===== config.mk =====
export PLATFORM = sky130hd
export DESIGN_NAME = pixel_normalizer
export DESIGN_NICKNAME = d
export VERILOG_FILES = /design/src/hw/mlx_pixel_pkg.sv /design/src/hw/mlx_ctrl_pkg.sv /design/src/hw/pixel_normalizer.sv
export VERILOG_INCLUDE_DIRS = /design/src /design/src/hw
export SDC_FILE = /design/constraint.sdc
export NUM_CORES = 1
export LEC_CHECK = 0
export BUFFER_PORTS_ARGS = -buffer_cell sky130_fd_sc_hd__buf_2
export CORE_ASPECT_RATIO = 0.5
export CORE_MARGIN = 2
export CORE_UTILIZATION = 56
export DETAILED_ROUTE_END_ITERATION = 8
export PLACE_DENSITY = 0.79
export SLEW_MARGIN = 20
export SYNTH_ARGS = -nofsm -noshare
export SYNTH_HDL_FRONTEND = slang
export SYNTH_SLANG_ARGS = --single-unit
export TNS_END_PERCENT = 1

===== constraint.sdc =====
create_clock -name i_clk -period 6.83 [get_ports i_clk]
set_clock_uncertainty 0.2 [all_clocks]
set_input_delay 0.3415 -clock i_clk [delete_from_list [all_inputs] [get_ports i_clk]]
set_output_delay 0.3415 -clock i_clk [all_outputs]
set_load 0.005 [all_outputs]

===== src/hw/mlx_defs.svh =====
`ifndef MLX_DEFS_SVH
`define MLX_DEFS_SVH

// ------------------------------------------------
// sensor frame geometry
// ------------------------------------------------

// 32 x 24 pixels per frame
`define MLX_PIXELS 768
`define MLX_ADDR_W 10

// ------------------------------------------------
// datapath widths
// ------------------------------------------------

// raw and corrected pixel, signed
`define MLX_RAW_W 16
// one bit wider than raw so max - min never overflows
`define MLX_RANGE_W 17

// display output
`define MLX_NORM_W 8
`define MLX_NORM_MAX 255

// quotient bits produced by the serial divider
`define MLX_DIV_STEPS 8

`endif


===== src/hw/mlx_pixel_pkg.sv =====
`default_nettype none

`include "mlx_defs.svh"

package mlx_pixel_pkg;

    // index into the 32x24 frame
    typedef logic [`MLX_ADDR_W-1:0] pix_addr_t;

    // raw sensor word, also used after offset correction
    typedef logic signed [`MLX_RAW_W-1:0] raw_pix_t;

    // calibration word
    // top bit flags a dead pixel, lower bits hold a signed offset
    typedef logic [`MLX_RAW_W-1:0] cal_word_t;

    // max - min over one frame and never zero
    typedef logic [`MLX_RANGE_W-1:0] range_t;

    // display value 0..255
    typedef logic [`MLX_NORM_W-1:0] norm_pix_t;

endpackage

`default_nettype wire


===== src/hw/mlx_ctrl_pkg.sv =====
`default_nettype none

`include "mlx_defs.svh"

package mlx_ctrl_pkg;

    // normalizer sequence per pixel
    // FETCH issues the raw read, DIVIDE loads then runs the quotient bits,
    // STORE writes the display pixel
    typedef enum logic [1:0] {
        IDLE,
        FETCH,
        DIVIDE,
        STORE
    } norm_state_t;

endpackage

`default_nettype wire


===== src/hw/pixel_normalizer.sv =====
`timescale 1ns/1ps
`default_nettype none

`include "mlx_defs.svh"

module pixel_normalizer (
    input  logic                      i_clk,
    input  logic                      i_rst,
    input  logic                      i_start,
    input  mlx_pixel_pkg::raw_pix_t   i_min,
    input  mlx_pixel_pkg::range_t     i_range,
    // raw frame read
    output logic                      o_raw_rd_en,
    output mlx_pixel_pkg::pix_addr_t  o_raw_rd_addr,
    input  mlx_pixel_pkg::raw_pix_t   i_raw_rd_data,
    // display frame write
    output logic                      o_disp_we,
    output mlx_pixel_pkg::pix_addr_t  o_disp_addr,
    output mlx_pixel_pkg::norm_pix_t  o_disp_data,
    output logic                      o_busy,
    output logic                      o_frame_done
);

    // dividend is (value - min) * 255
    localparam int NUM_W  = `MLX_RANGE_W + `MLX_NORM_W;
    localparam int STEP_W = $clog2(`MLX_DIV_STEPS + 1);
    localparam mlx_pixel_pkg::pix_addr_t LAST_ADDR = (`MLX_PIXELS - 1);

    mlx_ctrl_pkg::norm_state_t state;
    mlx_pixel_pkg::pix_addr_t  addr;
    logic [STEP_W-1:0]         step;

    mlx_pixel_pkg::raw_pix_t   min_q;
    mlx_pixel_pkg::range_t     range_q;
    mlx_pixel_pkg::range_t     diff;
    logic [NUM_W-1:0]          num;
    logic [NUM_W-1:0]          rem;
    logic [NUM_W-1:0]          div;
    mlx_pixel_pkg::norm_pix_t  quo;
    logic                      take;

    // value >= min, so the sign extended difference fits unsigned
    assign diff = {i_raw_rd_data[`MLX_RAW_W-1], i_raw_rd_data} - {min_q[`MLX_RAW_W-1], min_q};
    assign num  = NUM_W'(diff) * NUM_W'(`MLX_NORM_MAX);
    assign take = (rem >= div);

    // ------------------------------------------------
    // control FSM
    // ------------------------------------------------
    always_ff @(posedge i_clk) begin
        if (i_rst) begin
            state <= mlx_ctrl_pkg::IDLE;
            addr  <= '0;
            step  <= '0;
        end else begin
            case (state)
                mlx_ctrl_pkg::IDLE: begin
                    // a start while running is dropped
                    if (i_start) begin
                        addr  <= '0;
                        state <= mlx_ctrl_pkg::FETCH;
                    end
                end
                mlx_ctrl_pkg::FETCH: begin
                    step  <= '0;
                    state <= mlx_ctrl_pkg::DIVIDE;
                end
                mlx_ctrl_pkg::DIVIDE: begin
                    // step 0 loads, steps 1..8 make quotient bits
                    step <= step + 1'b1;
                    if (step == STEP_W'(`MLX_DIV_STEPS)) begin
                        state <= mlx_ctrl_pkg::STORE;
                    end
                end
                mlx_ctrl_pkg::STORE: begin
                    if (addr == LAST_ADDR) begin
                        state <= mlx_ctrl_pkg::IDLE;
                    end else begin
                        addr  <= addr + 1'b1;
                        state <= mlx_ctrl_pkg::FETCH;
                    end
                end
                default: begin
                    state <= mlx_ctrl_pkg::IDLE;
                end
            endcase
        end
    end

    // ------------------------------------------------
    // restoring divider
    // ------------------------------------------------
    always_ff @(posedge i_clk) begin
        // frame parameters held for the whole pass
        if (state == mlx_ctrl_pkg::IDLE && i_start) begin
            min_q   <= i_min;
            range_q <= i_range;
        end
        if (state == mlx_ctrl_pkg::DIVIDE) begin
            if (step == '0) begin
                rem <= num;
                // quotient < 256, so start at range << 7
                div <= NUM_W'(range_q) << (`MLX_DIV_STEPS - 1);
                quo <= '0;
            end else begin
                if (take) begin
                    rem <= rem - div;
                end
                div <= div >> 1;
                quo <= {quo[`MLX_NORM_W-2:0], take};
            end
        end
    end

    assign o_raw_rd_en   = (state == mlx_ctrl_pkg::FETCH);
    assign o_raw_rd_addr = addr;
    assign o_disp_we     = (state == mlx_ctrl_pkg::STORE);
    assign o_disp_addr   = addr;
    assign o_disp_data   = quo;
    assign o_busy        = (state != mlx_ctrl_pkg::IDLE);
    // done with the write of the last pixel
    assign o_frame_done  = (state == mlx_ctrl_pkg::STORE) && (addr == LAST_ADDR);

endmodule

`default_nettype wire


==> metrics.txt, run 1 <==
final worst path period share=0.971; Post-synth EDFFs=90; Synth Instances=between 1000 and 1500; Syn Std Cell Area=a little under 10000 µm²; total gr overflow=0; placed insts=1328; CP Launch Type=flop; WL per Instance=15.3 µm; Vias=7435; pin count of the biggest net entering global routing=61; clk buf depth=2; Starting Density=0.569; Ant. Diodes=0; CTS tree=yes; Post-synth top flop=edfxtp_1; die area=18600 µm²; Fmax achieved=around 150 MHz; DR iter-0 viols=453; Least-Margin Pin Slew=0.954 ns; die height=97.5 µm; Port Buffer Count=83; status=complete, no violations; DR pass1 iterations=5; Detailed Route WL=roughly 21 mm; mean post-synth cell area=about 9.6 µm²; Tot GR Track Use=0.238; CTS root buffer=clkbuf_16; post-synthesis async set-or-reset flop share=0; DR DRC count=0; Yosys top cell by area=edfxtp_1; required time worst endpoint=approximately 6.7 ns; CP endpoint kind=flop; yosys warns=0; Setup CP Type=flop to flop; Layout Nets=1368; antenna-violating nets left=0; crit path DAT=6.53 ns; Die Wd=191 µm; largest cells by area after synthesis=edfxtp_1, fa_1, ha_1; relative slew slack=0.364; sequential element share of the synthesized area=0.309; layout cells sized above 1=0.165; Num CTS Buffers=9; core area=17200 µm²; row cnt=34; clk sink count=106; fin crit period=6.63 ns; Commonest cells post-synth=inv_1, ha_1, edfxtp_1; post-synthesis cell type count=74; top-count cell post-synth=inv_1; Slew Limit Fails=0; RSZ-0062 raised after global routing=yes; filler-free cell count of the finished design=1385; Synth top area share=0.276; hpwl dp=16.1 mm; first-pass GRT wire length=35.6 mm; Hold Fails Final Rpt=0; number of global-route vias before repair=7487; fill count=1356; later-pin clock latency in the skew report=0.37 ns; Top Ports=84; Final setup viols=0; initial antenna violation count=0; Synth Net Count=1238; Worst-path clk slew=0.08 ns; vias per cell=approximately 5.4; P&R area growth vs syn=16.0%; maximum fanout along the worst path=3; Max Cap Viol=0; CTS H-tree depth=3; hold crit path type=primary input to flop; gpl congestion=0.881; Seq cells post-synth=106
routing by layer:
metal | vias to the layer above | wire length [µm] | track usage
met5 | - | 0 | 0
met4 | 0 | 204 | 0.0408
met3 | 20 | 1150 | 0.0408
met2 | 196 | 9310 | 0.375
met1 | 3520 | 10500 | 0.348
li1 | 3699 | - | -
layout by cell type, fill, tap and decap left out, drive strengths merged, types with 4 or more instances in the layout:
cell type / netlist / final
xor2: 21 / 21
ha: 103 / 103
edfxtp: 90 / 90
a21o: 27 / 27
nor3: 26 / 26
buf: 15 / 115
nor2b: 14 / 14
o21a: 9 / 9
a31o: 4 / 4
clkbuf: 14 / 10
mux2i: 6 / 6
o31ai: 5 / 5
nor3b: 5 / 5
dlygate4sd3: 0 / 33
nand2: 54 / 54
or3: 8 / 8
o21ai: 62 / 62
a211oi: 11 / 11
xnor2: 45 / 45
nor2: 67 / 67
a21oi: 54 / 54
fa: 65 / 65
dfxtp: 16 / 16
and2: 14 / 14
nand3: 19 / 19
nand2b: 7 / 7
nand4: 11 / 11
o21bai: 8 / 8
inv: 186 / 187
o211ai: 6 / 6
and3: 8 / 8
sequential cells by signal, summed over array words and instances, names as in the netlist:
signal,count
rem,25
div,24
range_q,17
min_q,16
o_disp_addr,10
o_disp_data,8
step,4
state,2
timing repair:
| action | in CTS | in global routing |
|---|---|---|
| hold buffers | 33 | 0 |
| endpoints found under the setup margin | 0 | 8 |
| hold endpoints to repair | 33 | 0 |
| gates resized for setup | 0 | 31 |
| setup buffers | 0 | 10 |
critical path, stage by stage, from the launching register on:
cell and delay [ns]:
edfxtp_1 0.43, ha_4 0.19, fa_2 0.35, nor2b_1 0.12, o21ai_1 0.09, a21o_1 0.24
a211oi_2 0.29, o21ai_2 0.12, a21oi_2 0.17, xor2_1 0.11, buf_4 0.16, fa_2 0.58
inv_2 0.04, fa_1 0.52, inv_2 0.04, fa_1 0.49, inv_2 0.04, fa_1 0.50
inv_1 0.04, ha_2 0.17, a21o_1 0.19, a31o_2 0.22, a21o_1 0.22, o41ai_4 0.39
o22ai_2 0.12, xnor2_1 0.19, mux2i_1 0.09
metrics by stage:
step	utilization	area, µm²	worst slack (ns)	hold slack, ns	setup TNS (ns)
2_1_floorplan	-	9800	0.196	0.240	0
3_3_place_gp	0.611	10500	0.223	0.292	0
3_5_place_dp	0.611	10500	0.0316	0.304	0
4_1_cts	0.648	11200	0.0287	0.0532	0
5_1_grt	0.659	11400	-0.117	0.0944	-0.314
6_report	0.659	11400	0.201	0.0672	0
final cells by class:
cell class              instances  area (µm²)  share of cell area
clock inverters                 4        76.3             0.00672
multi-input cells             697        6060               0.533
well taps                     234         293              0.0258
inverters                     186         698              0.0615
repair buffers                148         986              0.0868
clock buffers                  10         229              0.0202
flip-flops and latches        106        3020               0.266
worst paths after layout:
kind	from	slack [ns]	to	depth (start not counted)
max	min_q[0]	0.20	rem[24]	26
max reg2reg	min_q[0]	0.20	rem[24]	26
min reg2reg	step[1]	0.32	step[1]	2
min	i_rst	0.07	o_disp_addr[0]	2
cell families (layout without fill, tap and decap cells):
logic type                 after synthesis  count (layout)  synth area share
AOI/OAI and AO/OA                      212             212             0.144
adders and majority gates              169             169             0.265
DFF                                    106             106             0.309
and+or+nand+nor                        242             242             0.123
muxes                                    8               8           0.00843
xor gates and xnor gates                66              66            0.0632
buffers and inverters                  215             348            0.0871
Power of run 1 is left out: the tool's default activity adds up to more than one toggle a clock period on the data nets, which glitch-free logic cannot reach.
==> run 2: changes to the inputs <==
Settings changed: CORE_UTILIZATION 56 to 61, PLACE_DENSITY 0.79 to 0.81.
Clock period 6.83 ns to 8.2 ns, I/O delays scaled along.
==> run 2 against run 1 <==
Effect of this change:
- first-iteration DRC count rose by 2.9%
- register-to-register slack improved by 0.93 ns
- critical path type unchanged
- sequential share of layout area grew 1.8 points
- highest routed layer unchanged
- global-route usage increased by 1.6 points
- worst setup slack better by 0.93 ns
- utilization increased by 2.6 points
- die area shrank 7.9%
- largest cell class unchanged
- wire length fell by 3.9%
==> metrics.txt, run 2 (synthesized netlist as in run 1, its figures left out) <==
total gr overflow=0 (unchanged); Ant. Diodes=0 (unchanged); CTS H-tree depth=3 (unchanged); R2R cell count=23 (-12%); worst r2r dst=rem[24]; DR DRC count=0 (unchanged); required time worst endpoint=8.09 ns (+1.36 ns); Max Cap Viol=0 (unchanged); Post-Route M1 WL=10.1 mm (-3.8%); Slew Limit Fails=0 (unchanged); commonest non-fill, non-tap cell in the layout=inv_1; number of post-CTS setup repair buffers=0 (unchanged); initial antenna violation count=0 (unchanged); R2R Setup Slk=1.13 ns (+0.93 ns); final worst path period share=0.862 (-0.109); clk sink count=106 (unchanged); setup TNS=0 ns (unchanged); Worst-path clk slew=0.08 ns (about the same); Starting Density=0.631 (+0.0620); WL per Instance=15.7 µm (+2.8%); Layout Nets=1307 (-4.5%); Tot GR Track Use=0.254 (+0.0159); gpl congestion=0.945 (+7.3%); RSZ-0062 raised after global routing=no; row cnt=32 (-5.9%); Die Wd=183 µm (-4.1%); post_cts resized=0 (unchanged); worst stage delay on the critical path=0.59 ns (about the same); Top Ports=84 (unchanged); Top reg by flops=rem; most frequent cells in the layout=inv_1, ha_1, edfxtp_1; number of global-route vias before repair=7163 (-4.3%); first-pass GRT wire length=34.6 mm (-2.7%); Setup CP Type=flop to flop; vias per cell=5.55 (+3.4%); later-pin clock latency in the skew report=0.36 ns (about the same); Port Buffer Count=83 (unchanged); met2 wire length=8.88 mm (-4.7%); most used cell along the critical path=fa_1; worst r2r src=min_q[1]; met3 wire length=1.14 mm (-0.52%); final core utilization=0.685 (+0.0258); clk buf depth=2 (unchanged); CP endpoint kind=flop; die area=17200 µm² (-7.9%); Fmax achieved=142 MHz (-6.2%); die height=93.6 µm (-4.0%); hold crit path type=primary input to flop; max reg flops=25 (unchanged); hpwl dp=15.7 mm (-2.5%); Least-Margin Pin Slew=0.932 ns (-0.0218 ns); Levels on crit path=23 (-12%); DR iter-0 viols=466 (+2.9%); Num CTS Buffers=9 (unchanged); P&R area growth vs syn=8.66%; crit path max-delay cell type=fa_1; Largest regs=rem: 25 flops, div: 24 flops, range_q: 17 flops; fin crit period=7.07 ns (+0.438 ns); maximum fanout along the worst path=7 (+4); Register Area=3020 µm² (unchanged); Hold Fails Final Rpt=0 (unchanged); Detailed Route WL=20.3 mm (-3.9%); hold bufs inserted after CTS=0 (-100%); multi-input logic area=5940 µm² (-1.9%); fill count=1182 (-13%); CTS root buffer=clkbuf_16; top routing layer in use=met4; CP Launch Type=flop; CTS tree=yes; core area=15500 µm² (-9.8%); Setup crit end=rem[24]; crit path DAT=6.96 ns (+0.43 ns); status=complete, no violations; pin count of the biggest net entering global routing=61 (unchanged); crit path from=min_q[1]; Final setup viols=0 (unchanged); critical path buffer and inverter count=2 (-3); layout cells sized above 1=0.122 (-0.0431); cells along the critical path=inv_1 > ha_1 > nor2b_1 > o21ai_1 > a21oi_1 > o41ai_4 > o211ai_1 > a31o_2 > a21o_1 > xor2_1 > fa_1 > fa_1 > fa_1 > fa_1 > inv_1 > ha_1 > a21o_1 > a31o_2 > a21o_1 > o41ai_2 > o22ai_1 > xnor2_1 > mux2i_1; DR pass1 iterations=5 (unchanged); cell family with most CP delay=adder cells; relative slew slack=0.379 (+0.0146); hold path depth=1 (-1); antenna-violating nets left=0 (unchanged); Vias=7182 (-3.4%)
-- run 2: cell count changes in the layout (fill, tap and decap cells not counted), sizes merged --
cell	previous run	this run
clkinv	0	2
bufinv	2	1
dlygate4sd3	33	0
buf	115	87
clkinvlp	1	0
-- run 2: through the flow --
step	std cells	instance area [µm²]	hold WS [ns]	setup slack [ns]
4_1_cts	1294	10600	0.00587	1.10
2_1_floorplan	1018	9800	0.275	1.56
5_1_grt	1294	10600	0.00439	0.682
3_5_place_dp	1280	10400	0.303	1.06
6_report	1294	10600	0.0140	1.13
3_3_place_gp	1280	10400	0.288	1.22
-- run 2: worst min path at each step --
| stage | startpoint | slack, ns | endpoint |
|---|---|---|---|
| after floorplan | step[1] | 0.28 | step[1] |
| after global routing | i_min[2] | 0.004 | min_q[2] |
| after CTS | i_min[10] | 0.006 | min_q[10] |
| after detailed placement | step[1] | 0.30 | step[1] |
| after global placement | step[1] | 0.29 | step[1] |
| final | i_min[10] | 0.01 | min_q[10] |
-- run 2: area by class of cell --
class,instances,share of cell area
clock buffers,10,0.0215
clock inverters,4,0.00505
inverters,186,0.0656
multi-input cells,697,0.558
flip-flops and latches,106,0.284
well taps,204,0.0240
repair buffers,87,0.0418
-- run 2: per-layer routing --
layer	track usage	vias up
met1	0.361	3369
met2	0.407	213
met3	0.0561	26
li1	-	3574
met4	0.0413	0
met5	0	-
Power of run 2 is left out for the same reason.
